File: config.mk
export PLATFORM = sky130hd
export DESIGN_NAME = mem_read_fifo
export DESIGN_NICKNAME = d
export VERILOG_FILES = /design/src/mem_access_pkg.sv /design/src/mem_read_fifo.sv
export SDC_FILE = /design/constraint.sdc
export NUM_CORES = 1
export LEC_CHECK = 0
export BUFFER_PORTS_ARGS = -buffer_cell sky130_fd_sc_hd__clkbuf_2
export CAP_MARGIN = 10
export CORE_AREA = 2 2 230 232
export DETAILED_ROUTE_END_ITERATION = 10
export DIE_AREA = 0 0 232 234
export PLACE_DENSITY = 0.45
export SLEW_MARGIN = 30
export SYNTH_ARGS = -nofsm -noshare
export SYNTH_HDL_FRONTEND = slang
export SYNTH_SLANG_ARGS = --single-unit
File: constraint.sdc
create_clock -name clk -period 5.6 [get_ports clk]
set_input_delay 1.12 -clock clk [delete_from_list [all_inputs] [get_ports clk]]
set_output_delay 1.12 -clock clk [all_outputs]
set_load 0.005 [all_outputs]
File: src/mem_access_pkg.sv
package mem_access_pkg;

	// **************************************************
	// Widths and store geometry
	// **************************************************

	localparam int CPU_ADDR_BITS = 32;
	localparam int LINE_BITS = 256;

	// Bytes within a line sit below this bit.
	localparam int LINE_INDEX_LSB = 5;
	localparam int LINE_INDEX_BITS = 4;
	localparam int LINE_INDEX_MSB = LINE_INDEX_LSB + LINE_INDEX_BITS - 1;

	localparam int LINE_COUNT = 16;
	localparam int READ_LATENCY = 2; // Store rd_en to rd_valid.

	// **************************************************
	// Types
	// **************************************************

	typedef logic [CPU_ADDR_BITS-1:0] cpu_addr_t;
	typedef logic [LINE_BITS-1:0] line_data_t;
	typedef logic [LINE_INDEX_BITS-1:0] line_index_t;

	// Shared by the read and write holders.
	typedef enum logic
	{
		FIFO_IDLE,
		FIFO_WAIT_MEM
	} fifo_state_t;

	typedef enum logic [1:0]
	{
		GUARD_IDLE,
		GUARD_READ,
		GUARD_WRITE
	} guard_state_t;

	// Line number of a byte address.
	function automatic line_index_t line_index_of(input cpu_addr_t addr);
		return addr[LINE_INDEX_MSB:LINE_INDEX_LSB];
	endfunction

endpackage

File: src/mem_read_fifo.sv
module mem_read_fifo
	import mem_access_pkg::*;
(
	input  logic       clk,
	input  logic       arst_n,

	input  logic       req_read,
	input  cpu_addr_t  rd_addr,
	output logic       rd_busy,
	output logic       rd_valid,
	output line_data_t rd_data,

	output logic       guard_rd_req,
	output cpu_addr_t  guard_rd_addr,
	input  logic       rd_cmd_accepted,
	input  logic       rd_line_valid,
	input  line_data_t rd_line_data
);

	fifo_state_t state;
	logic cmd_was_accepted;
	logic start;
	logic line_taken;

	assign start = (state == FIFO_IDLE) && req_read;

	// Line may come back in the same cycle as the accept.
	assign line_taken = (state == FIFO_WAIT_MEM) && rd_line_valid
		&& (rd_cmd_accepted || cmd_was_accepted);

	always_ff @(posedge clk or negedge arst_n)
	begin
		if (!arst_n)
		begin
			state <= FIFO_IDLE;
			cmd_was_accepted <= 1'b0;
			guard_rd_req <= 1'b0;
			rd_busy <= 1'b0;
			rd_valid <= 1'b0;
		end
		else
		begin
			case (state)
			FIFO_IDLE:
			begin
				rd_valid <= 1'b0;
				if (req_read)
				begin
					state <= FIFO_WAIT_MEM;
					guard_rd_req <= 1'b1;
					rd_busy <= 1'b1;
					cmd_was_accepted <= 1'b0;
				end
			end

			FIFO_WAIT_MEM:
			begin
				if (rd_cmd_accepted)
				begin
					cmd_was_accepted <= 1'b1;
					guard_rd_req <= 1'b0; // Guard has it now.
				end
				if (line_taken)
				begin
					state <= FIFO_IDLE;
					rd_valid <= 1'b1;
					rd_busy <= 1'b0;
				end
			end

			default: state <= FIFO_IDLE;
			endcase
		end
	end

	always_ff @(posedge clk)
	begin
		if (start)
			guard_rd_addr <= rd_addr;
		if (line_taken)
			rd_data <= rd_line_data;
	end

endmodule

==> reports/summary.txt <==
Met3 Use GR -> 3.99%
Synth-to-layout area growth -> 55.0%
Comb pwr share -> 10.5%
Grt met1 use -> 8.82%
P_leak -> 5.74 nW
Die ar. -> 54300 sq um
R2R setup slack -> 2.97 ns
Slowest CP cell -> buf_4
Final layout net count -> 1218
Fmax -> 358 MHz
Cell with the most instances after synthesis -> edfxtp_1
Hold Vio Cnt, Final -> 0
Layout cells sized above 1 -> 66.9%
P_sw -> 1.24 mW
#FFs+latches synth -> 293
Num Clock Sinks -> 293
Routability cong. -> 0.779
Max cap viols -> 0
Yosys cell types -> 10
Vias -> 5486
Post-synth EDFFs -> 288
Clock power frac -> 37.6%
Via density -> 3.35
Sequential area share after synthesis -> 99.2%
Cell count of the worst reg-to-reg path -> 4
Largest net degree at the start of global routing -> 135
Worst min path class -> in2async
Max incr delay on CP -> 0.76 ns
Cell mode on critical path -> buf_4
Initial antenna violation count -> 2
# rows -> 84
YS warnings -> 0
Number of global-route vias before repair -> 5595
Detailed Place HPWL -> 21300 um
Max Root-Sink Buffers -> 3
Post_cts resized -> 0
Design area -> 13700 sq um
Crit path time final -> 2.79 ns
Synthesized cell area -> 8840 sq um
Critical path startpoint category -> primary input
Register share of total power -> 51.9%
Pre-antenna DRT Iters -> 4
H-tree depth -> 1
Critical path class -> in2reg
Yosys top cell area share -> 97.8%
Die extent in y -> 234 um
Placed cell area -> 12700 sq um
Fillers -> 5425
Critical path capture point type -> register
Die Width -> 232 um
Yosys top cell by area -> edfxtp_1
Final wirelength -> 26800 um
Total track usage -> 8.98%
Root Buffer -> clkbuf_16
Detail Route Antenna Nets -> 0
Worst-path clk slew -> 0.06 ns
Critical Path RT -> 5.79 ns
Synth cell count leaders -> 288 x edfxtp_1, 5 x dfrtp_1
Initial core utilization -> 17.0%
Port Buffers -> 583
Post-Syn Nets -> 598
Status -> completed
Hold-fix buffers, CTS -> 0
Power per Cell Area -> 400 nW/um^2
Worst setup margin -> 2.81 ns
Busiest grt layer -> met2
Cells after synthesis -> 305
CTS tree -> yes
Met2 Usage GRT -> 16.7%
DRC Markers -> 0
Clock skew -> 0.0101 ns
Clk_lat worst skew -> 0.56 ns
Pre-CTS setup slack -> 2.21 ns
Avg Cell Area, Syn -> 29.0 sq um
Critical Path AT -> 2.98 ns
First-pass GRT wire length -> 35700 um
Core area -> 52000 sq um
GRT overflow -> 0
Tightest Pin Transition -> 0.835 ns
Post-CTS Setup Inserts -> 0
Worst Path Max Fanout -> 64
Drt wl/cell -> 16.4 um
Asr flop ratio synth -> 1.71%
TritonCTS buffer count -> 31
Peak supply drop -> 0.251 mV
N_diodes -> 0
CP cell instances -> clkbuf_2 -> o211ai_4 -> clkinvlp_4 -> buf_4 -> buf_4
Crit-path leading delay family -> buffers and inverters
Unrepaired setup endpoints after global routing -> false
Initial DRC count -> 171
CP Buf/Inv Count -> 4
RR Endpoint -> rd_data[97]
Slew Viols, Final -> 0
Pint -> 4.24 mW
Top Ports -> 584
Fin crit share -> 49.9%
Most used DFF post-synth -> edfxtp_1
Slew headroom -> 44.3%
Final setup TNS -> 0 ns
Sw frac -> 22.6%
Top cells by area, synth -> edfxtp_1 98%, dfrtp_1 1.4%, o21a_1 0.17%
Final setup viols -> 0
Worst r2r src -> state
Total chip power -> 5.48 mW
## state kept, by name, summed over array words and instances (netlist names)
signal	count
cmd_was_accepted	1
guard_rd_req	1
rd_data	256
rd_valid	1
rd_busy	1
state	1
guard_rd_addr	32
## placed cells by master, fill, tap and decap left out
master,Yosys,final
o21a_1,2,2
bufinv_16,0,4
a21oi_1,1,1
nor2b_2,0,1
clkbuf_1,0,7
buf_12,0,1
o22ai_1,1,1
o211ai_4,0,1
edfxtp_1,288,288
dfrtp_1,5,5
nand2_1,2,2
inv_1,2,1
clkbuf_2,0,583
clkbuf_16,0,31
nor2_1,2,2
clkinv_2,0,6
clkbuf_8,0,4
clkinvlp_4,0,1
buf_4,0,3
clkinv_1,0,5
## stage by stage
stage / instances / utilization [%] / hold WS, ns
finish: 1637 / 26.3 / 0.365
global route: 1637 / 26.3 / 0.338
CTS: 1637 / 26.3 / 0.324
detailed placement: 1580 / 24.4 / 0.483
global placement: 1580 / 24.4 / 0.481
floorplan: 305 / - / 0.473
## worst max-delay path by stage
stage	from	slack, ns	endpoint	depth (start not counted)
6_report	rd_cmd_accepted	2.81	rd_data[97]	5
3_3_place_gp	rd_cmd_accepted	2.25	rd_data[28]	5
4_1_cts	rd_cmd_accepted	2.81	rd_data[118]	5
5_1_grt	rd_cmd_accepted	2.66	rd_data[138]	5
3_5_place_dp	rd_cmd_accepted	2.21	rd_data[118]	5
2_1_floorplan	rd_cmd_accepted	0.03	rd_data[0]	2
## routing by layer
layer  wire length, um  part of all wire, %
met4               641                  2.4
met2             14000                   52
met5                13                0.049
met1              8750                   33
met3              3370                   13
## cells by family after synthesis
kind of cell,after synthesis,synth area share [%]
flops,293,99.2
simple gates,5,0.241
compound gates,5,0.439
buf+inv,2,0.0849
## power by group through the flow
stage                     clock (mW)  combinational (mW)  sequential, mW
after global routing            2.20               0.641            2.87
after CTS                       2.13               0.601            2.85
after global placement             0               0.599            2.89
after floorplan                    0               0.122            2.95
after detailed placement           0               0.600            2.89
final                           2.06               0.578            2.84
## final cells by class
| type | count | area [sq um] | area share, % |
|---|---|---|---|
| flip-flops and latches | 293 | 8770 | 64.0 |
| repair buffers | 587 | 2960 | 21.6 |
| multi-input cells | 10 | 71.3 | 0.520 |
| inverters | 2 | 11.3 | 0.0822 |
| well taps | 688 | 861 | 6.28 |
| clock buffers | 42 | 857 | 6.25 |
| clock inverters | 15 | 169 | 1.23 |
No activity file was read; power rests on OpenSTA's default activity.
