## config.mk

```make
export PLATFORM = sky130hd
export DESIGN_NAME = mem_bus_guard
export DESIGN_NICKNAME = d
export VERILOG_FILES = /design/src/mem_access_pkg.sv /design/src/mem_bus_guard.sv
export SDC_FILE = /design/constraint.sdc
export NUM_CORES = 1
export LEC_CHECK = 0
export ABC_AREA = 1
export BUFFER_PORTS_ARGS = -buffer_cell sky130_fd_sc_hd__buf_2
export CAP_MARGIN = 20
export CORE_AREA = 3 3 428 430
export CTS_CLUSTER_SIZE = 16
export DETAILED_ROUTE_END_ITERATION = 16
export DIE_AREA = 0 0 431 433
export PLACE_DENSITY = 0.3
export REMOVE_ABC_BUFFERS = 1
export SLEW_MARGIN = 20
export SYNTH_ARGS = -nofsm -noshare
export SYNTH_HDL_FRONTEND = slang
export SYNTH_SLANG_ARGS = --single-unit
```

## constraint.sdc

```tcl
create_clock -name clk -period 17.1 [get_ports clk]
set_clock_uncertainty 0.15 [all_clocks]
set_input_delay 0.855 -clock clk [delete_from_list [all_inputs] [get_ports clk]]
set_output_delay 0.855 -clock clk [all_outputs]
set_load 0.03 [all_outputs]
```

## src/mem_access_pkg.sv

```systemverilog
package mem_access_pkg;

	// **************************************************
	// Widths and store geometry
	// **************************************************

	localparam int CPU_ADDR_BITS = 32;
	localparam int LINE_BITS = 256;

	// Bytes within a line sit below this bit.
	localparam int LINE_INDEX_LSB = 5;
	localparam int LINE_INDEX_BITS = 4;
	localparam int LINE_INDEX_MSB = LINE_INDEX_LSB + LINE_INDEX_BITS - 1;

	localparam int LINE_COUNT = 16;
	localparam int READ_LATENCY = 2; // Store rd_en to rd_valid.

	// **************************************************
	// Types
	// **************************************************

	typedef logic [CPU_ADDR_BITS-1:0] cpu_addr_t;
	typedef logic [LINE_BITS-1:0] line_data_t;
	typedef logic [LINE_INDEX_BITS-1:0] line_index_t;

	// Shared by the read and write holders.
	typedef enum logic
	{
		FIFO_IDLE,
		FIFO_WAIT_MEM
	} fifo_state_t;

	typedef enum logic [1:0]
	{
		GUARD_IDLE,
		GUARD_READ,
		GUARD_WRITE
	} guard_state_t;

	// Line number of a byte address.
	function automatic line_index_t line_index_of(input cpu_addr_t addr);
		return addr[LINE_INDEX_MSB:LINE_INDEX_LSB];
	endfunction

endpackage

```

## src/mem_bus_guard.sv

```systemverilog
module mem_bus_guard
	import mem_access_pkg::*;
(
	input  logic        clk,
	input  logic        arst_n,

	// Read holder.
	input  logic        guard_rd_req,
	input  cpu_addr_t   guard_rd_addr,
	output logic        rd_cmd_accepted,
	output logic        rd_line_valid,
	output line_data_t  rd_line_data,

	// Write holder.
	input  logic        guard_wr_req,
	input  cpu_addr_t   guard_wr_addr,
	input  line_data_t  guard_wr_data,
	output logic        wr_cmd_accepted,
	output logic        wr_line_done,

	// Line store.
	output logic        store_rd_en,
	output logic        store_wr_en,
	output line_index_t store_index,
	output line_data_t  store_wr_data,
	input  logic        store_rd_valid,
	input  line_data_t  store_rd_data
);

	guard_state_t state;
	logic grant_rd;
	logic grant_wr;
	logic rd_return;
	line_index_t next_index;

	// **************************************************
	// Arbitration
	// **************************************************

	// Fixed priority, reads first.
	assign grant_rd = (state == GUARD_IDLE) && guard_rd_req;
	assign grant_wr = (state == GUARD_IDLE) && !guard_rd_req && guard_wr_req;

	assign next_index = grant_rd ? line_index_of(guard_rd_addr)
		: line_index_of(guard_wr_addr);

	assign rd_return = (state == GUARD_READ) && store_rd_valid;

	// **************************************************
	// Sequencer
	// **************************************************

	always_ff @(posedge clk or negedge arst_n)
	begin
		if (!arst_n)
		begin
			state <= GUARD_IDLE;
			rd_cmd_accepted <= 1'b0;
			wr_cmd_accepted <= 1'b0;
			rd_line_valid <= 1'b0;
			wr_line_done <= 1'b0;
			store_rd_en <= 1'b0;
			store_wr_en <= 1'b0;
		end
		else
		begin
			// All strobes are single cycle.
			rd_cmd_accepted <= 1'b0;
			wr_cmd_accepted <= 1'b0;
			rd_line_valid <= 1'b0;
			wr_line_done <= 1'b0;
			store_rd_en <= 1'b0;
			store_wr_en <= 1'b0;

			case (state)
			GUARD_IDLE:
			begin
				if (grant_rd)
				begin
					state <= GUARD_READ;
					rd_cmd_accepted <= 1'b1;
					store_rd_en <= 1'b1;
				end
				else if (grant_wr)
				begin
					state <= GUARD_WRITE;
					wr_cmd_accepted <= 1'b1;
					store_wr_en <= 1'b1;
				end
			end

			GUARD_READ:
			begin
				if (rd_return)
				begin
					state <= GUARD_IDLE;
					rd_line_valid <= 1'b1;
				end
			end

			// Store takes the write in one edge.
			GUARD_WRITE:
			begin
				state <= GUARD_IDLE;
				wr_line_done <= 1'b1;
			end

			default: state <= GUARD_IDLE;
			endcase
		end
	end

	// Command and return payload.
	always_ff @(posedge clk)
	begin
		if (grant_rd || grant_wr)
			store_index <= next_index;
		if (grant_wr)
			store_wr_data <= guard_wr_data;
		if (rd_return)
			rd_line_data <= store_rd_data;
	end

endmodule

```

==> results_dict.tcl, run 1 <==
set metrics [dict create \
    grt_overflow_total 0 \
    ir_worst_vdd_mv 0.0562 \
    clkSinkCount 522 \
    slew-limit-headroom_pct 40.5 \
    antenna_found_initial 94 \
    final_nets 2260 \
    clkTransAtPathRegs_ns 0.06 \
    period_minus_slack_ns 4.08 \
    fin_crit_sh_pct 23.8 \
    place_congestion 0.790 \
    hpwl_mm 78.4 \
    rrSetupSlack_ns 13.02 \
    area_delta_synth_final_pct 68.3 \
    cp-end-kind "flip-flop" \
    via_count 10539 \
    netlist.top_cell.by_area "edfxtp_1" \
    route.antenna.remaining_nets 0 \
    mostFrequentLayoutCell "buf_2" \
    die_h_um 433 \
    hp-class "in2reg" \
    portBuffers 1046 \
    syn_avg_cell_area_um2 28.6 \
    grt_pass1_wl_mm 117 \
    worst-r2r-cell-count 6 \
    tritoncts "done" \
    drc 0 \
    first_pass_iters 4 \
    hold_depth 1 \
    power.leakage_nw 10.3 \
    reg2reg_from "state[1]" \
    core_area_mm2 0.180 \
    crit_path_start_kind "flip-flop" \
    required_ns 17.25 \
    seq_area_frac_synth_pct 99.1 \
    grt_util_all_layers_pct 9.75 \
    insertion_delay_ns 0.67 \
    drv_cap 0 \
    clock_path_buffers 3 \
    h-tree-depth 3 \
    criticalPathCategory "reg2reg" \
    routed_via_density 2.55 \
    drtIter0Drc 518 \
    tns_ns 0 \
    grt_pass1_vias 10910 \
    syn_area_mm2 0.0158 \
    slew_violations 0 \
    min_to "rd_line_data[32]" \
    yosys_warnings 0 \
    hold_viol 0 \
    wl_per_cell_um 23.0 \
    cp_max_fo 59 \
    initial_core_util_pct 8.76 \
    io_pins 1103 \
    synth_area_leaders "edfxtp_1 (98%), dfrtp_1 (0.95%), nand2_1 (0.24%)" \
    yosysTopAreaCellShare_pct 98.2 \
    status "complete, no violations" \
    postLayoutSetupSlackWorst_ns 13.02 \
    die_w_um 431 \
    pre_cts_ws_ns 12.33 \
    cp.arrival_ns 4.22 \
    cts_root_buffer "clkbuf_16" \
    r2r-end "store_wr_data[105]" \
    powerDensity_mw_per_mm2 133 \
    final_layout_size_suffix_gt1_share_pct 67.0 \
    synth_seq_cells 522 \
    synth.distinct_cells 11 \
    fmax_mhz 245 \
    rows 156 \
    netlist_instances 551 \
    grt_max_degree 125 \
    hp-start "store_rd_data[32]" \
    worst_slew_pin_slew_ns 0.892 \
    setup_viol 0 \
    rsz0062_at_grt "no" \
    totalWireLength_mm 95.0 \
    numCtsBuffers 73 \
    ctsResizeCount 0 \
    die_area_mm2 0.187 \
    layout_common_cells "buf_2 (1,046), edfxtp_1 (516), clkbuf_16 (74)" \
]
[registers in the layout, summed over array words and instances (netlist names)]
name,flops
rd_line_data,256
store_wr_data,256
store_index,4
state,2
rd_line_valid,1
store_rd_en,1
store_wr_en,1
wr_line_done,1
[worst max-delay path by stage]
stage	endpoint	slack, ns	startpoint	cells after the start
2_1_floorplan	rd_line_valid	4.29	store_rd_valid	2
3_3_place_gp	store_wr_data[133]	11.98	guard_rd_req	5
3_5_place_dp	rd_line_data[146]	12.33	store_rd_valid	6
4_1_cts	rd_line_data[146]	12.74	state[1]	6
5_1_grt	store_wr_data[105]	12.67	state[1]	6
6_report	store_wr_data[105]	13.02	state[1]	6
[worst max-delay path, cell delays in order (launching register included)]
cell     delay (ns)
dfrtp_1        0.40
nor2_4         0.20
nand2_2        0.12
nor2_4         0.46
buf_4          0.66
buf_4          0.75
buf_4          0.77
[logic make-up after synthesis]
logic type,synth area share [%]
DFF,99.1
and+or+nand+nor,0.634
buffers and inverters,0.198
AOI/OAI and AO/OA,0.0317
[per-stage QoR]
step	total power [mW]	cells	hold slack (ns)	utilization [%]	instance area [um2]
global route	3.70	4103	0.122	14.7	26500
CTS	3.64	4098	0.0807	14.7	26500
floorplan	1.81	548	0.328	-	15800
global placement	1.99	3971	0.357	13.3	24000
detailed placement	1.99	3972	0.354	13.4	24100
finish	3.53	4125	0.202	14.7	26600
[power breakdown]
| group | switching, mW | total [mW] | internal, mW |
|---|---|---|---|
| Combinational | 0.303 | 0.402 | 0.0989 |
| Clock | 0.634 | 1.58 | 0.947 |
| Sequential | 0.0321 | 1.55 | 1.52 |
[Yosys cell counts]
cell type	n
inv_1	3
nor2_1	5
buf_2	1
o21ai_0	1
edfxtp_1	516
dfrtp_1	6
nand3_1	4
nand2_2	2
nand2_1	10
buf_4	2
nor2_4	1
[timing repair]
action                    in CTS  in global routing
buffers inserted               0                  0
hold buffers                   1                  0
hold endpoints to repair       6                  0
[area by class of cell]
type / count / area, um2
tap: 2370 / 2970
timing repair buffer: 1056 / 5350
fill: 20130 / 154000
clock inverter: 35 / 492
clock buffer: 90 / 1910
sequential: 522 / 15600
inverter: 3 / 11.3
antenna: 26 / 65.1
multi-input combinational: 23 / 120
[layer usage]
metal	global-route usage [%]	up-vias	wire length, um
met4	3.86	38	3220
met2	17.0	630	48600
met3	4.91	224	10800
li1	-	4542	-
met1	9.87	5105	32100
met5	0	-	247
Power figures use the tool's default switching activity.
==> inputs of run 2 (changes only) <==
--- a/config.mk
+++ b/config.mk
@@ -8,10 +8,10 @@
 export ABC_AREA = 1
 export BUFFER_PORTS_ARGS = -buffer_cell sky130_fd_sc_hd__buf_2
 export CAP_MARGIN = 20
-export CORE_AREA = 3 3 428 430
+export CORE_AREA = 3 3 424 426
 export CTS_CLUSTER_SIZE = 16
 export DETAILED_ROUTE_END_ITERATION = 16
-export DIE_AREA = 0 0 431 433
+export DIE_AREA = 0 0 427 429
 export PLACE_DENSITY = 0.3
 export REMOVE_ABC_BUFFERS = 1
 export SLEW_MARGIN = 20
==> constraint.sdc (replaced) <==
create_clock -name clk -period 3.5 [get_ports clk]
set_clock_uncertainty 0.15 [all_clocks]
set_input_delay 0.175 -clock clk [delete_from_list [all_inputs] [get_ports clk]]
set_output_delay 0.175 -clock clk [all_outputs]
set_load 0.03 [all_outputs]
==> results_dict.tcl, run 2 (synthesis gave the netlist of run 1 again) <==
set metrics [dict create \
    crit_path_frequent_cell "nor2_4" \
    post-place-cells 3944 \
    crit_chain "nor2_4, nand2_2, nor2_4, buf_4" \
    grt_util_all_layers_pct 10.1 \
    die_w_um 427 \
    ir_worst_vdd_mv 0.340 \
    clkTransAtPathRegs_ns 0.06 \
    ctsResizeCount 0 \
    via_count 13543 \
    drtIter0Drc 589 \
    h-tree-depth 3 \
    io_pins 1103 \
    slew_violations 0 \
    insertion_delay_ns 0.66 \
    fmax_mhz 454 \
    cp-end-kind "flip-flop" \
    finalNonFillerCells 4873 \
    tritoncts "done" \
    core_area_mm2 0.176 \
    criticalPathCategory "reg2reg" \
    hold_viol 0 \
    fin_crit_sh_pct 63.0 \
    drc 0 \
    first_pass_iters 6 \
    final_layout_size_suffix_gt1_share_pct 46.6 \
    worst_slew_pin_slew_ns 0.931 \
    status "complete, no violations" \
    rsz0062_at_grt "no" \
    drv_cap 0 \
    die_area_mm2 0.183 \
    grt_max_degree 109 \
    routed_via_density 2.78 \
    clock_path_buffers 3 \
    slew-limit-headroom_pct 37.9 \
    hpwl_mm 76.1 \
    portBuffers 1046 \
    totalWireLength_mm 95.6 \
    reg_top3 "rd_line_data (256), store_wr_data (256), store_index (4)" \
    hp-class "in2reg" \
    antenna_found_initial 62 \
    grt_pass1_vias 14634 \
    clkSinkCount 522 \
    whs_ns 0.0787 \
    place_congestion 0.844 \
    period_minus_slack_ns 2.21 \
    rows 154 \
    route.antenna.remaining_nets 0 \
    setup_viol 0 \
    cpPeakStageDelay_ns 0.72 \
    cts_root_buffer "clkbuf_16" \
    critPathSlowestCell "buf_4" \
    cp.arrival_ns 2.34 \
    final_nets 3033 \
    grt_overflow_total 0 \
    numCtsBuffers 72 \
    power.leakage_nw 13.5 \
    mostFrequentLayoutCell "buf_2" \
    die_h_um 429 \
    required_ns 3.64 \
    p_total_mw 17.7 \
    path_delay_family "buffers and inverters" \
    powerDensity_mw_per_mm2 517 \
    area_delta_synth_final_pct 117 \
    layout_common_cells "buf_2 (1,046), dlygate4sd3_1 (774), edfxtp_1 (516)" \
    initial_core_util_pct 8.96 \
    fill_cells 19272 \
    grt_pass1_wl_mm 125 \
    cp_max_fo 65 \
    crit_path_start_kind "flip-flop" \
    final_util_pct 19.4 \
    wl_per_cell_um 19.6 \
    path_buf_inv 1 \
]
-- run 2: cell type report --
class,count,area [um2],share of cell area (%)
Antenna cell,26,65.1,0.190
Multi-Input combinational cell,23,120,0.351
Sequential cell,522,15600,45.7
Inverter,3,11.3,0.0329
Clock buffer,85,1910,5.59
Clock inverter,44,405,1.18
Tap cell,2340,2930,8.56
Timing Repair Buffer,1830,13100,38.4
-- run 2: repair_timing --
item | 4_1_cts | 5_1_grt
hold endpoints to repair | 567 | 0
buffers inserted | 0 | 0
hold buffers | 774 | 0
-- run 2: per-layer routing --
| layer | up-vias | wire, um | GRT usage [%] |
|---|---|---|---|
| li1 | 6089 | - | - |
| met1 | 6711 | 35200 | 11.0 |
| met2 | 582 | 50300 | 18.3 |
| met3 | 149 | 7730 | 3.64 |
| met4 | 12 | 2250 | 2.76 |
| met5 | - | 76 | 0 |
-- run 2: path summary, 6_finish.rpt --
| path | startpoint | endpoint | slack (ns) | cells after the start |
|---|---|---|---|---|
| hold reg to reg | state[0] | wr_line_done | 0.37 | 1 |
| setup reg to reg | state[1] | store_wr_data[28] | 1.29 | 4 |
| max in group asynchronous | arst_n | state[1] | 2.62 | 3 |
| min in group asynchronous | arst_n | store_rd_en | 0.36 | 3 |
| setup / recovery | state[1] | store_wr_data[28] | 1.29 | 4 |
| hold / removal | guard_wr_data[216] | store_wr_data[216] | 0.08 | 2 |
-- run 2: power breakdown --
group	switching, mW	total [mW]	internal (mW)
Sequential	0.169	7.59	7.42
Clock	3.03	7.39	4.37
Combinational	1.64	2.70	1.07
Total	4.83	17.7	12.9
-- run 2: metrics by stage --
step | instance area [um2] | TNS [ns] | worst slack (ns)
floorplan | 15800 | -4485.66 | -9.06
global placement | 24100 | 0 | 1.27
detailed placement | 24100 | 0 | 1.29
CTS | 34200 | 0 | 1.28
global route | 34200 | 0 | 1.17
finish | 34200 | 0 | 1.29
==> inputs of run 3 (changes only) <==
==> constraint.sdc (replaced) <==
create_clock -name clk -period 2 [get_ports clk]
set_clock_uncertainty 0.15 [all_clocks]
set_input_delay 0.1 -clock clk [delete_from_list [all_inputs] [get_ports clk]]
set_output_delay 0.1 -clock clk [all_outputs]
set_load 0.03 [all_outputs]
==> results_dict.tcl, run 3 <==
set metrics [dict create \
    seq_area_frac_synth_pct 99.1 \
    initial_core_util_pct 8.96 \
    h-tree-depth 3 \
    error "[ERROR RSZ-0060] Max buffer count reached." \
    yosys_warnings 0 \
    io_pins 1103 \
    synth_top_family_by_area "simple AND/OR/NAND/NOR gates" \
    rows 154 \
    die_h_um 429 \
    numCtsBuffers 70 \
    synth_fa_ha_area_share_pct 0 \
    clock_path_buffers 3 \
    synth_most_common_cell "edfxtp_1" \
    cts_root_buffer "clkbuf_16" \
    syn_avg_cell_area_um2 28.6 \
    synth-compound-area-share_pct 0.0317 \
    syn_area_mm2 0.0158 \
    synth.distinct_cells 11 \
    async_reset_ff_share_pct 1.15 \
    post-place-cells 3970 \
    netlist.top_cell.by_area "edfxtp_1" \
    synthSimpleGateAreaFrac_pct 0.634 \
    hpwl_mm 78.2 \
    synth_edf_count 516 \
    synth_area_leaders "edfxtp_1 (98%), dfrtp_1 (0.95%), nand2_1 (0.24%)" \
    cts_setup_buffers 0 \
    haltStage "clock tree synthesis" \
    yosysTopAreaCellShare_pct 98.2 \
    synth_seq_cells 522 \
    die_w_um 427 \
    netlist_instances 551 \
    hold_buffers 820 \
    portBuffers 1046 \
    muxShareOfSynthArea_pct 0 \
    synth-xor-area-share_pct 0 \
    ctsResizeCount 0 \
    clkSinkCount 522 \
    status "stopped before the end" \
    ys.flop_type "edfxtp_1" \
    place_congestion 0.863 \
    synthTopCellsByCount "edfxtp_1 (516), nand2_1 (10), dfrtp_1 (6), nor2_1 (5), nand3_1 (4)" \
]
run 3: cell counts after synthesis:
Identical to the previous run, type by type.
run 3: metrics by stage:
stage	cell area, um2	worst slack (ns)	hold slack [ns]	util [%]
after global placement	24500	0.162	-0.203	13.9
after floorplan	15800	-10.56	-0.346	-
after detailed placement	24500	0.201	-0.206	13.9
run 3: kinds of logic after synthesis:
| kind of cell | count (synthesis) |
|---|---|
| buf+inv | 6 |
| flops | 522 |
| compound gates | 1 |
| simple gates | 22 |
==> inputs of run 4 (changes only) <==
--- a/config.mk
+++ b/config.mk
@@ -8,11 +8,10 @@
 export ABC_AREA = 1
 export BUFFER_PORTS_ARGS = -buffer_cell sky130_fd_sc_hd__buf_2
 export CAP_MARGIN = 20
-export CORE_AREA = 3 3 424 426
-export CTS_CLUSTER_SIZE = 16
+export CORE_AREA = 3 3 428 430
 export DETAILED_ROUTE_END_ITERATION = 16
-export DIE_AREA = 0 0 427 429
-export PLACE_DENSITY = 0.3
+export DIE_AREA = 0 0 431 433
+export PLACE_DENSITY_LB_ADDON = 0.15
 export REMOVE_ABC_BUFFERS = 1
 export SLEW_MARGIN = 20
 export SYNTH_ARGS = -nofsm -noshare
==> constraint.sdc (replaced) <==
create_clock -name clk -period 2.6 [get_ports clk]
set_clock_uncertainty 0.15 [all_clocks]
set_input_delay 0.13 -clock clk [delete_from_list [all_inputs] [get_ports clk]]
set_output_delay 0.13 -clock clk [all_outputs]
set_load 0.03 [all_outputs]
==> results_dict.tcl, run 4 <==
set metrics [dict create \
    initial_core_util_pct 8.76 \
    synthSimpleGateAreaFrac_pct 0.634 \
    haltStage "clock tree synthesis" \
    clkSinkCount 522 \
    status "stopped before the end" \
    syn_area_mm2 0.0158 \
    ctsResizeCount 0 \
    ys.flop_type "edfxtp_1" \
    synth_area_leaders "edfxtp_1 (98%), dfrtp_1 (0.95%), nand2_1 (0.24%)" \
    synth_edf_count 516 \
    syn_avg_cell_area_um2 28.6 \
    synth_most_common_cell "edfxtp_1" \
    synthTopCellsByCount "edfxtp_1 (516), nand2_1 (10), dfrtp_1 (6), nor2_1 (5), nand3_1 (4)" \
    synth_seq_cells 522 \
    io_pins 1103 \
    clock_path_buffers 3 \
    yosysTopAreaCellShare_pct 98.2 \
    error "[ERROR RSZ-0060] Max buffer count reached." \
    cts_setup_buffers 0 \
    die_w_um 431 \
    pre_cts_ws_ns 0.511 \
    cts_root_buffer "clkbuf_16" \
    rows 156 \
    muxShareOfSynthArea_pct 0 \
    yosys_warnings 0 \
    portBuffers 1046 \
    synth_top_family_by_area "simple AND/OR/NAND/NOR gates" \
    netlist_instances 551 \
    synth-compound-area-share_pct 0.0317 \
    hold_buffers 825 \
    seq_area_frac_synth_pct 99.1 \
    async_reset_ff_share_pct 1.15 \
    die_h_um 433 \
    h-tree-depth 3 \
    place_congestion 0.879 \
    dpl_cell_area_mm2 0.0243 \
    synth.distinct_cells 11 \
    netlist.top_cell.by_area "edfxtp_1" \
    synth-xor-area-share_pct 0 \
    hpwl_mm 62.8 \
    numCtsBuffers 69 \
    synth_fa_ha_area_share_pct 0 \
]
## run 4: per-stage QoR
| stage | hold slack [ns] | setup TNS, ns | cells |
|---|---|---|---|
| 3_5_place_dp | -0.165 | 0 | 3994 |
| 2_1_floorplan | -0.316 | -4947.36 | 548 |
| 3_3_place_gp | -0.166 | 0 | 3994 |
## run 4: kinds of logic after synthesis
group           count (synthesis)
buf+inv                         6
simple gates                   22
compound gates                  1
flops                         522
