File: config.mk
export PLATFORM = sky130hd
export DESIGN_NAME = mem_write_fifo
export DESIGN_NICKNAME = d
export VERILOG_FILES = /design/src/mem_access_pkg.sv /design/src/mem_write_fifo.sv
export SDC_FILE = /design/constraint.sdc
export NUM_CORES = 1
export LEC_CHECK = 0
export ABC_AREA = 1
export BUFFER_PORTS_ARGS = -buffer_cell sky130_fd_sc_hd__buf_2
export CAP_MARGIN = 20
export CORE_AREA = 2 2 228 230
export CTS_BUF_LIST = sky130_fd_sc_hd__clkbuf_8 sky130_fd_sc_hd__clkbuf_16
export DETAILED_ROUTE_END_ITERATION = 10
export DIE_AREA = 0 0 230 232
export GPL_ROUTABILITY_DRIVEN = 0
export HOLD_SLACK_MARGIN = 0.1
export PLACE_DENSITY = 0.39
export SLEW_MARGIN = 20
export SYNTH_ARGS = -nofsm -noshare
export SYNTH_HDL_FRONTEND = slang
export SYNTH_SLANG_ARGS = --single-unit
export TNS_END_PERCENT = 1
File: constraint.sdc
create_clock -name clk -period 10.8 [get_ports clk]
set_input_delay 0.54 -clock clk [delete_from_list [all_inputs] [get_ports clk]]
set_output_delay 0.54 -clock clk [all_outputs]
set_load 0.1 [all_outputs]
File: src/mem_access_pkg.sv
package mem_access_pkg;

	// **************************************************
	// Widths and store geometry
	// **************************************************

	localparam int CPU_ADDR_BITS = 32;
	localparam int LINE_BITS = 256;

	// Bytes within a line sit below this bit.
	localparam int LINE_INDEX_LSB = 5;
	localparam int LINE_INDEX_BITS = 4;
	localparam int LINE_INDEX_MSB = LINE_INDEX_LSB + LINE_INDEX_BITS - 1;

	localparam int LINE_COUNT = 16;
	localparam int READ_LATENCY = 2; // Store rd_en to rd_valid.

	// **************************************************
	// Types
	// **************************************************

	typedef logic [CPU_ADDR_BITS-1:0] cpu_addr_t;
	typedef logic [LINE_BITS-1:0] line_data_t;
	typedef logic [LINE_INDEX_BITS-1:0] line_index_t;

	// Shared by the read and write holders.
	typedef enum logic
	{
		FIFO_IDLE,
		FIFO_WAIT_MEM
	} fifo_state_t;

	typedef enum logic [1:0]
	{
		GUARD_IDLE,
		GUARD_READ,
		GUARD_WRITE
	} guard_state_t;

	// Line number of a byte address.
	function automatic line_index_t line_index_of(input cpu_addr_t addr);
		return addr[LINE_INDEX_MSB:LINE_INDEX_LSB];
	endfunction

endpackage

File: src/mem_write_fifo.sv
module mem_write_fifo
	import mem_access_pkg::*;
(
	input  logic       clk,
	input  logic       arst_n,

	input  logic       req_write,
	input  cpu_addr_t  wr_addr,
	input  line_data_t wr_data,
	output logic       wr_busy,
	output logic       wr_done,

	output logic       guard_wr_req,
	output cpu_addr_t  guard_wr_addr,
	output line_data_t guard_wr_data,
	input  logic       wr_cmd_accepted,
	input  logic       wr_line_done
);

	fifo_state_t state;
	logic cmd_was_accepted;

	always_ff @(posedge clk or negedge arst_n)
	begin
		if (!arst_n)
		begin
			state <= FIFO_IDLE;
			cmd_was_accepted <= 1'b0;
			guard_wr_req <= 1'b0;
			wr_busy <= 1'b0;
			wr_done <= 1'b0;
		end
		else
		begin
			case (state)
			FIFO_IDLE:
			begin
				wr_done <= 1'b0;
				if (req_write)
				begin
					state <= FIFO_WAIT_MEM;
					guard_wr_req <= 1'b1;
					wr_busy <= 1'b1;
					cmd_was_accepted <= 1'b0;
				end
			end

			FIFO_WAIT_MEM:
			begin
				if (wr_cmd_accepted)
				begin
					cmd_was_accepted <= 1'b1;
					guard_wr_req <= 1'b0;
				end
				// Completion only counts once our command went out.
				if (wr_line_done && (wr_cmd_accepted || cmd_was_accepted))
				begin
					state <= FIFO_IDLE;
					wr_done <= 1'b1;
					wr_busy <= 1'b0;
				end
			end

			default: state <= FIFO_IDLE;
			endcase
		end
	end

	// Address and line held for the guard.
	always_ff @(posedge clk)
	begin
		if ((state == FIFO_IDLE) && req_write)
		begin
			guard_wr_addr <= wr_addr;
			guard_wr_data <= wr_data;
		end
	end

endmodule

==> results of run 1 <==
[Yosys cell counts, drive strengths merged]
library cell / n / area share, %
dfrtp: 5 / 1.4
nor2: 5 / 0.21
nand3: 1 / 0.057
edfxtp: 288 / 98
o21ai: 1 / 0.057
nand2: 7 / 0.33
inv: 2 / 0.085
a21oi: 1 / 0.057
[how the worst min path moves through the flow]
stage                 startpoint                      endpoint  slack [ps]  depth (start not counted)
CTS                 wr_data[165]  guard_wr_data[165]$_DFFE_PP_         140                          1
global route         wr_data[55]   guard_wr_data[55]$_DFFE_PP_         150                          1
floorplan                 arst_n  cmd_was_accepted$_DFFE_PN0P_         240                          0
finish               wr_data[59]   guard_wr_data[59]$_DFFE_PP_         190                          1
global placement          arst_n           wr_done$_DFFE_PN0P_         380                          1
detailed placement        arst_n           wr_busy$_DFFE_PN0P_         380                          1
[metal layers]
metal,global-route usage (%),vias to the layer above,wire length (um)
li1,-,2503,-
met1,9.48,2629,9140
met2,17.3,326,14300
met3,4.72,53,3150
met4,4.05,8,763
met5,0,-,50
[cell families after synthesis]
| kind of cell | after synthesis | synth area share, % |
|---|---|---|
| DFF | 293 | 99.2 |
| and+or+nand+nor | 13 | 0.594 |
| AOI/OAI and AO/OA | 2 | 0.113 |
| buffers and inverters | 2 | 0.0849 |
[cell usage in the layout, fill, tap and decap left out]
master         synthesis  routed
buf_12                 0       1
clkinv_4               0       1
clkinv_1               0       5
dfrtp_1                5       5
diode_2                0       1
bufinv_16              0       1
nand2_2                1       1
o21ai_0                1       1
dlygate4sd3_1          0       1
nand3_1                1       1
buf_2                  0     583
clkbuf_16              0      37
a21oi_1                1       1
buf_16                 0       1
nor2_1                 5       5
inv_1                  2      14
clkinv_2               0       4
edfxtp_1             288     288
nand2_1                6       6
inv_8                  0       1
[what timing repair did]
action                     in CTS  in global routing
hold buffers                    1                  0
hold endpoints to repair        5                  0
setup endpoints to repair       0                  0
gates resized for setup         0                  0
[flip-flops by register name, indices dropped and copies added (netlist names)]
name and flops:
guard_wr_req 1, wr_done 1, state 1, guard_wr_data 256
cmd_was_accepted 1, wr_busy 1, guard_wr_addr 32
[critical path, delay by kind of cell (launching register included)]
family,cells,cell delay (ps)
buf+inv,4,1340
flops,1,420
simple gates,1,110
[final cells by class]
| type | count | area (um^2) | share of cell area (%) |
|---|---|---|---|
| antenna | 1 | 2.50 | 0.0182 |
| sequential | 293 | 8770 | 63.9 |
| clock inverter | 24 | 126 | 0.920 |
| tap | 680 | 851 | 6.20 |
| timing repair buffer | 586 | 2980 | 21.7 |
| multi-input combinational | 15 | 62.6 | 0.456 |
| clock buffer | 37 | 926 | 6.74 |
| inverter | 2 | 15.0 | 0.109 |
[power by group]
| group | leakage [nW] | internal (mW) | switching [mW] | total (mW) |
|---|---|---|---|---|
| sequential | 2.74 | 1.39 | 0.0304 | 1.42 |
| combinational | 2.37 | 0.109 | 0.853 | 0.962 |
| clock | 0.567 | 0.637 | 0.447 | 1.08 |
| total | 5.67 | 2.14 | 1.33 | 3.47 |
==> impl_metrics.csv, run 1 <==
group,metric,value,unit
grt,grt_pass1_wl,37500,um
synthesis,yosysWarnings,0,
power_and_ir_drop,power,3.47,mW
timing,final.setup_skew,7.07,ps
timing,finalSetupViolCount,0,
cts,cts_setup_buffers,0,
cts,htree_num_levels,2,
place,place_area,0.0126,mm^2
grt,grt_max_degree,179,
place,io_buffers,583,
cts,cts_max_path_buffers,3,
timing,hold_viol_final,0,
synthesis,syn_area_per_cell,28.5,um^2
route,first_pass_iters,4,
setup_path,arrival,2820,ps
setup_path,critPathCaptureType,"flip-flop",
floorplan,core_area,0.0509,mm^2
cts,tritoncts,"done",
setup_path,crit_start,"state$_DFF_PN0_",
cts,cts_buffers,35,
setup_path,slowest_stage,"inv_8",
power_and_ir_drop,leakagePower,5.67,nW
power_and_ir_drop,vdd.ir_drop.worst,0.124,mV
place,pre_cts_ws,8090,ps
synthesis,netlist_area,0.00884,mm^2
setup_path,critPathKind,"flip-flop to flip-flop",
finish,syn2layout_area_growth,55.3,%
grt,grt_util_all_layers,9.66,%
floorplan,initial_core_util,17.4,%
synthesis,synth_cell_type_count,9,
synthesis,ys_ff_latch,293,
place,place_inst,1574,
timing,slew_headroom,44.1,%
setup_path,max_stage_delay,470,ps
cts,path_clk_slew,60,ps
setup_path,required,10940,ps
setup_path,crit_fanout,135,
floorplan,die_h,232,um
finish,final_cells,1638,
route,num_vias,5519,
timing,tightest_slew,838,ps
worst_hold_path,hold_class,"input pin to flip-flop",
synthesis,syn_inst,310,
cts,insertion_delay,520,ps
setup_path,cp-start-kind,"flip-flop",
grt,grt_pass1_vias,5719,
timing,slew_viol_final,0,
route,wl_per_cell,16.7,um
route,antenna_left,0,
route,drt-initial-drc-count,269,
floorplan,rows,83,
finish,drive_above_1_share,65.8,%
power_and_ir_drop,powerDensity,253,mW/mm^2
timing,rsz0062_at_grt,"no",
grt,gr-total-overflow,0,
timing,finalWorstSetupSlack,8120,ps
grt,antenna_found_initial,6,
timing,tns,0,ps
setup_path,endpoint,"guard_wr_data[25]$_DFFE_PP_",
setup_path,crit_chain,"inv_1 -> nand2_2 -> inv_8 -> buf_12 -> buf_16",
route,drc,0,
cts,cts_root_buf,"clkbuf_16",
setup_path,r2r_cells,5,
finish,final_util,27.0,%
floorplan,io_pins,584,
finish,fin_area,0.0137,mm^2
flow_run,cap_violations,0,
place,dpl.hpwl,20800,um
setup_path,regToRegStartpoint,"state$_DFF_PN0_",
finish,fin_nets,1226,
setup_path,r2r_end,"guard_wr_data[25]$_DFFE_PP_",
setup_path,r2r_setup_slack,8120,ps
route,routed_wl,27400,um
cts,cts_sinks,293,
floorplan,die_w,230,um
run_status,status,"complete, no violations",
timing,fmax,0.374,GHz
timing,period_minus_slack,2680,ps
finish,fill_cells,5291,
route,via_per_inst,3.37,
timing,fin_crit_sh,24.8,%
synthesis,syn_nets,603,
timing,fin_hold_ws,187,ps
synthesis,ys_seq_area_share,99.2,%
floorplan,die_area,0.0534,mm^2
Power figures use the tool's default switching activity.
==> run 2: changes to the inputs <==
--- a/config.mk
+++ b/config.mk
@@ -8,13 +8,13 @@
 export ABC_AREA = 1
 export BUFFER_PORTS_ARGS = -buffer_cell sky130_fd_sc_hd__buf_2
 export CAP_MARGIN = 20
-export CORE_AREA = 2 2 228 230
+export CORE_AREA = 2 2 224 226
 export CTS_BUF_LIST = sky130_fd_sc_hd__clkbuf_8 sky130_fd_sc_hd__clkbuf_16
 export DETAILED_ROUTE_END_ITERATION = 10
-export DIE_AREA = 0 0 230 232
+export DIE_AREA = 0 0 226 228
 export GPL_ROUTABILITY_DRIVEN = 0
 export HOLD_SLACK_MARGIN = 0.1
-export PLACE_DENSITY = 0.39
+export PLACE_DENSITY = 0.41
 export SLEW_MARGIN = 20
 export SYNTH_ARGS = -nofsm -noshare
 export SYNTH_HDL_FRONTEND = slang
==> constraint.sdc (replaced) <==
create_clock -name clk -period 2.4 [get_ports clk]
set_input_delay 0.12 -clock clk [delete_from_list [all_inputs] [get_ports clk]]
set_output_delay 0.12 -clock clk [all_outputs]
set_load 0.1 [all_outputs]
==> impl_metrics.csv, run 2 (synthesized netlist as in run 1, its figures left out) <==
group,metric,value,unit
cts,htree_num_levels,2,
grt,grt_pass1_vias,7473,
cts,insertion_delay,520,ps
cts,path_clk_slew,60,ps
setup_path,regToRegStartpoint,"state$_DFF_PN0_",
floorplan,rows,82,
timing,tightest_slew,526,ps
timing,hold_viol_final,0,
finish,top_regs,"guard_wr_data (256), guard_wr_addr (32)",
timing,rsz0062_at_grt,"no",
floorplan,io_pins,584,
setup_path,crit_fanout,34,
place,dpl.hpwl,20800,um
worst_hold_path,hold_class,"input pin to flip-flop",
route,first_pass_iters,4,
finish,largest-register,"guard_wr_data",
setup_path,cp_common_cell,"buf_12",
cts,cts_sinks,293,
grt,antenna_found_initial,3,
worst_hold_path,hold_start,"wr_data[227]",
setup_path,cp_num_buf_inv,4,
floorplan,initial_core_util,17.9,%
cts,cts_buffers,35,
power_and_ir_drop,powerDensity,973,mW/mm^2
floorplan,die_w,226,um
timing,fmax,0.591,GHz
finish,final_common_cell,"buf_2",
cts,cts_max_path_buffers,3,
grt,grt_util_all_layers,10.9,%
route,via_per_inst,3.44,
floorplan,die_h,228,um
cts,cts_resized,0,
power_and_ir_drop,power,16.4,mW
setup_path,critPathKind,"flip-flop to flip-flop",
setup_path,crit_family,"buffers and inverters",
finish,final_cells,1932,
cts,cts_setup_buffers,0,
cts,tritoncts,"done",
flow_run,cap_violations,0,
timing,finalSetupViolCount,0,
timing,period_minus_slack,1690,ps
run_status,status,"complete, no violations",
finish,final_util,34.2,%
route,routed_wl,29200,um
finish,largest_reg_flops,256,
grt,grt_max_degree,57,
setup_path,crit_chain,"inv_2 -> nand2_4 -> clkinvlp_4 -> buf_12 -> buf_12",
timing,slew_headroom,65.2,%
finish,fin_nets,1530,
timing,final.setup_skew,9.24,ps
finish,drive_above_1_share,51.4,%
route,num_vias,6643,
route,drt-initial-drc-count,221,
setup_path,critPathCaptureType,"flip-flop",
setup_path,slowest_stage,"dfrtp_1",
route,antenna_left,0,
route,wl_per_cell,15.1,um
power_and_ir_drop,vdd.ir_drop.worst,0.610,mV
power_and_ir_drop,leakagePower,6.99,nW
place,io_buffers,583,
route,drc,0,
grt,grt_pass1_wl,42400,um
setup_path,required,2670,ps
floorplan,core_area,0.0493,mm^2
setup_path,cp-start-kind,"flip-flop",
setup_path,max_stage_delay,410,ps
cts,hold_buffers,294,
finish,syn2layout_area_growth,90.8,%
timing,slew_viol_final,0,
floorplan,die_area,0.0515,mm^2
timing,fin_crit_sh,70.5,%
setup_path,arrival,1960,ps
cts,cts_root_buf,"clkbuf_16",
place,place_inst,1578,
grt,gr-total-overflow,0,
setup_path,crit_start,"state$_DFF_PN0_",
finish,final_cell_mix,"buf_2, dlygate4sd3_1, edfxtp_1",
[run 2: cell count changes in the layout (fill, tap and decap cells not counted), moves of 2 or more]
cell | before | now
inv_1 | 14 | 8
clkinv_1 | 5 | 3
buf_4 | 0 | 5
dlygate4sd3_1 | 1 | 294
bufinv_16 | 1 | 4
clkinv_2 | 4 | 7
buf_12 | 1 | 8
[run 2: final timing paths]
kind | to | depth (start not counted) | slack, ps
setup reg to reg | guard_wr_data[101]$_DFFE_PP_ | 5 | 710
hold reg to reg | wr_busy$_DFFE_PN0P_ | 2 | 510
max in group asynchronous | wr_busy$_DFFE_PN0P_ | 3 | 1670
hold / removal | guard_wr_data[227]$_DFFE_PP_ | 2 | 300
setup / recovery | guard_wr_data[101]$_DFFE_PP_ | 5 | 710
min in group asynchronous | state$_DFF_PN0_ | 3 | 540
[run 2: per-stage QoR]
| stage | cell area, um^2 | hold slack, ps | TNS, ps | setup WS (ps) |
|---|---|---|---|---|
| 6_report | 16900 | 302 | 0 | 709 |
| 5_1_grt | 16900 | 264 | 0 | 577 |
| 4_1_cts | 16900 | 252 | 0 | 644 |
| 3_5_place_dp | 12800 | -40.0 | 0 | 651 |
| 3_3_place_gp | 12800 | -37.9 | 0 | 660 |
| 2_1_floorplan | 8850 | -176 | -813450 | -2820 |
[run 2: cell type report]
type,count,area (um^2)
Fill cell,4758,32500
Sequential cell,293,8770
Timing Repair Buffer,890,6060
Clock buffer,37,926
Tap cell,672,841
Clock inverter,22,196
Multi-Input combinational cell,15,67.6
Inverter,2,11.3
Antenna cell,1,2.50
[run 2: where the power goes]
group / switching, mW / total, mW / internal (mW)
registers: 0.129 / 6.39 / 6.26
clock network: 2.01 / 5.20 / 3.19
logic: 3.95 / 4.83 / 0.876
[run 2: routing by layer]
| metal | vias up | GRT usage, % | part of all wire (%) |
|---|---|---|---|
| met3 | 56 | 4.47 | 9.7 |
| met2 | 332 | 20.3 | 52 |
| met5 | - | 0 | 0.055 |
| met1 | 3142 | 11.0 | 36 |
| li1 | 3111 | - | - |
| met4 | 2 | 3.64 | 2.5 |
==> run 3: changes to the inputs <==
--- a/config.mk
+++ b/config.mk
@@ -8,13 +8,13 @@
 export ABC_AREA = 1
 export BUFFER_PORTS_ARGS = -buffer_cell sky130_fd_sc_hd__buf_2
 export CAP_MARGIN = 20
-export CORE_AREA = 2 2 224 226
+export CORE_AREA = 2 2 230 232
 export CTS_BUF_LIST = sky130_fd_sc_hd__clkbuf_8 sky130_fd_sc_hd__clkbuf_16
 export DETAILED_ROUTE_END_ITERATION = 10
-export DIE_AREA = 0 0 226 228
+export DIE_AREA = 0 0 232 234
 export GPL_ROUTABILITY_DRIVEN = 0
 export HOLD_SLACK_MARGIN = 0.1
-export PLACE_DENSITY = 0.41
+export PLACE_DENSITY = 0.38
 export SLEW_MARGIN = 20
 export SYNTH_ARGS = -nofsm -noshare
 export SYNTH_HDL_FRONTEND = slang
==> constraint.sdc (replaced) <==
create_clock -name clk -period 1.6 [get_ports clk]
set_input_delay 0.08 -clock clk [delete_from_list [all_inputs] [get_ports clk]]
set_output_delay 0.08 -clock clk [all_outputs]
set_load 0.1 [all_outputs]
==> impl_metrics.csv, run 3 (synthesized netlist as in run 1, its figures left out) <==
group,metric,value,unit
run_status,status,"complete, no violations",
cts,tritoncts,"done",
timing,rsz0062_at_grt,"no",
floorplan,core_area,0.0520,mm^2
worst_hold_path,hold_start,"wr_data[155]",
floorplan,die_h,234,um
worst_hold_path,hold_class,"input pin to flip-flop",
finish,largest-register,"guard_wr_data",
cts,hold_buffers,294,
route,via_per_inst,3.41,
timing,final.setup_skew,16.8,ps
place,dpl.hpwl,21200,um
grt,grt_pass1_vias,7325,
setup_path,critPathKind,"flip-flop to flip-flop",
route,first_pass_iters,4,
finish,top_regs,"guard_wr_data (256), guard_wr_addr (32)",
route,drc,0,
cts,cts_sinks,293,
setup_path,regToRegStartpoint,"state$_DFF_PN0_",
finish,largest_reg_flops,256,
cts,insertion_delay,530,ps
setup_path,crit_chain,"inv_2 -> nand2_4 -> clkinvlp_4 -> buf_12 -> buf_4",
timing,slew_headroom,64.2,%
grt,gr-total-overflow,0,
timing,slew_viol_final,0,
setup_path,crit_fanout,33,
grt,grt_util_all_layers,10.2,%
cts,path_clk_slew,60,ps
grt,grt_max_degree,34,
cts,cts_buffers,35,
grt,grt_pass1_wl,41700,um
power_and_ir_drop,vdd.ir_drop.worst,0.767,mV
place,io_buffers,583,
route,wl_per_cell,15.1,um
place,place_area,0.0129,mm^2
setup_path,cp-start-kind,"flip-flop",
timing,fin_crit_sh,89.7,%
floorplan,rows,84,
worst_hold_path,min_path_cells,2,
flow_run,cap_violations,0,
floorplan,initial_core_util,17.0,%
timing,fmax,0.697,GHz
route,antenna_left,0,
power_and_ir_drop,powerDensity,1440,mW/mm^2
setup_path,r2r_cells,5,
cts,cts_setup_buffers,0,
timing,finalSetupViolCount,0,
setup_path,slowest_stage,"dfrtp_1",
finish,final_util,32.6,%
cts,htree_num_levels,2,
finish,final_common_cell,"buf_2",
power_and_ir_drop,leakagePower,7.03,nW
route,routed_wl,29700,um
finish,syn2layout_area_growth,91.8,%
cts,cts_resized,0,
grt,antenna_found_initial,5,
timing,tns,0,ps
power_and_ir_drop,power,24.5,mW
finish,fin_nets,1542,
floorplan,die_area,0.0543,mm^2
cts,cts_root_buf,"clkbuf_16",
floorplan,io_pins,584,
finish,fin_area,0.0170,mm^2
setup_path,r2r_setup_slack,170,ps
setup_path,arrival,1660,ps
route,drt-initial-drc-count,167,
setup_path,critPathCaptureType,"flip-flop",
route,num_vias,6694,
timing,period_minus_slack,1430,ps
finish,fill_cells,5158,
setup_path,crit_start,"state$_DFF_PN0_",
timing,hold_viol_final,0,
cts,cts_max_path_buffers,3,
setup_path,required,1830,ps
floorplan,die_w,232,um
timing,tightest_slew,541,ps
setup_path,max_stage_delay,380,ps
finish,drive_above_1_share,51.5,%
finish,final_cell_mix,"buf_2, dlygate4sd3_1, edfxtp_1",
-- run 3: where the power goes --
part / total, mW / switching, mW / internal (mW) / leakage, nW
registers: 9.58 / 0.189 / 9.39 / 2.74
clock network: 7.58 / 3.09 / 4.48 / 0.565
logic: 7.32 / 5.95 / 1.37 / 3.73
-- run 3: path summary, 6_finish.rpt --
kind,to
worst max-delay path,guard_wr_data[196]$_DFFE_PP_
worst min-delay path,guard_wr_data[155]$_DFFE_PP_
worst max register to register,guard_wr_data[196]$_DFFE_PP_
worst min register to register,wr_done$_DFFE_PN0P_
max in group asynchronous,state$_DFF_PN0_
min in group asynchronous,guard_wr_req$_DFFE_PN0P_
-- run 3: stage by stage --
stage / hold WS [ps] / instances / worst slack (ps)
2_1_floorplan: -216 / 310 / -3620
3_3_place_gp: -93.9 / 1606 / 143
3_5_place_dp: -91.5 / 1606 / 135
4_1_cts: 212 / 1961 / 110
5_1_grt: 228 / 1963 / 71.2
6_report: 259 / 1964 / 166
-- run 3: area by class of cell --
cell class / count / area, um^2 / share of cell area, %
Timing Repair Buffer: 902 / 6150 / 36.3
Clock buffer: 37 / 926 / 5.46
Tap cell: 688 / 861 / 5.08
Antenna cell: 3 / 7.51 / 0.0443
Sequential cell: 293 / 8770 / 51.7
Clock inverter: 24 / 163 / 0.959
Multi-Input combinational cell: 15 / 67.6 / 0.398
Inverter: 2 / 11.3 / 0.0664
-- run 3: routing by layer --
layer	up-vias	routed length, um	GRT usage (%)
met2	347	15500	18.8
met4	4	721	3.65
met3	48	2700	3.99
met5	-	30	0
met1	3151	10700	10.5
li1	3144	-	-
-- run 3: worst max-delay path, delay by kind of cell, from the launching register on --
family / cells / cell delay, ps
buffers and inverters: 4 / 650
flip-flops: 1 / 380
AND/OR/NAND/NOR: 1 / 70
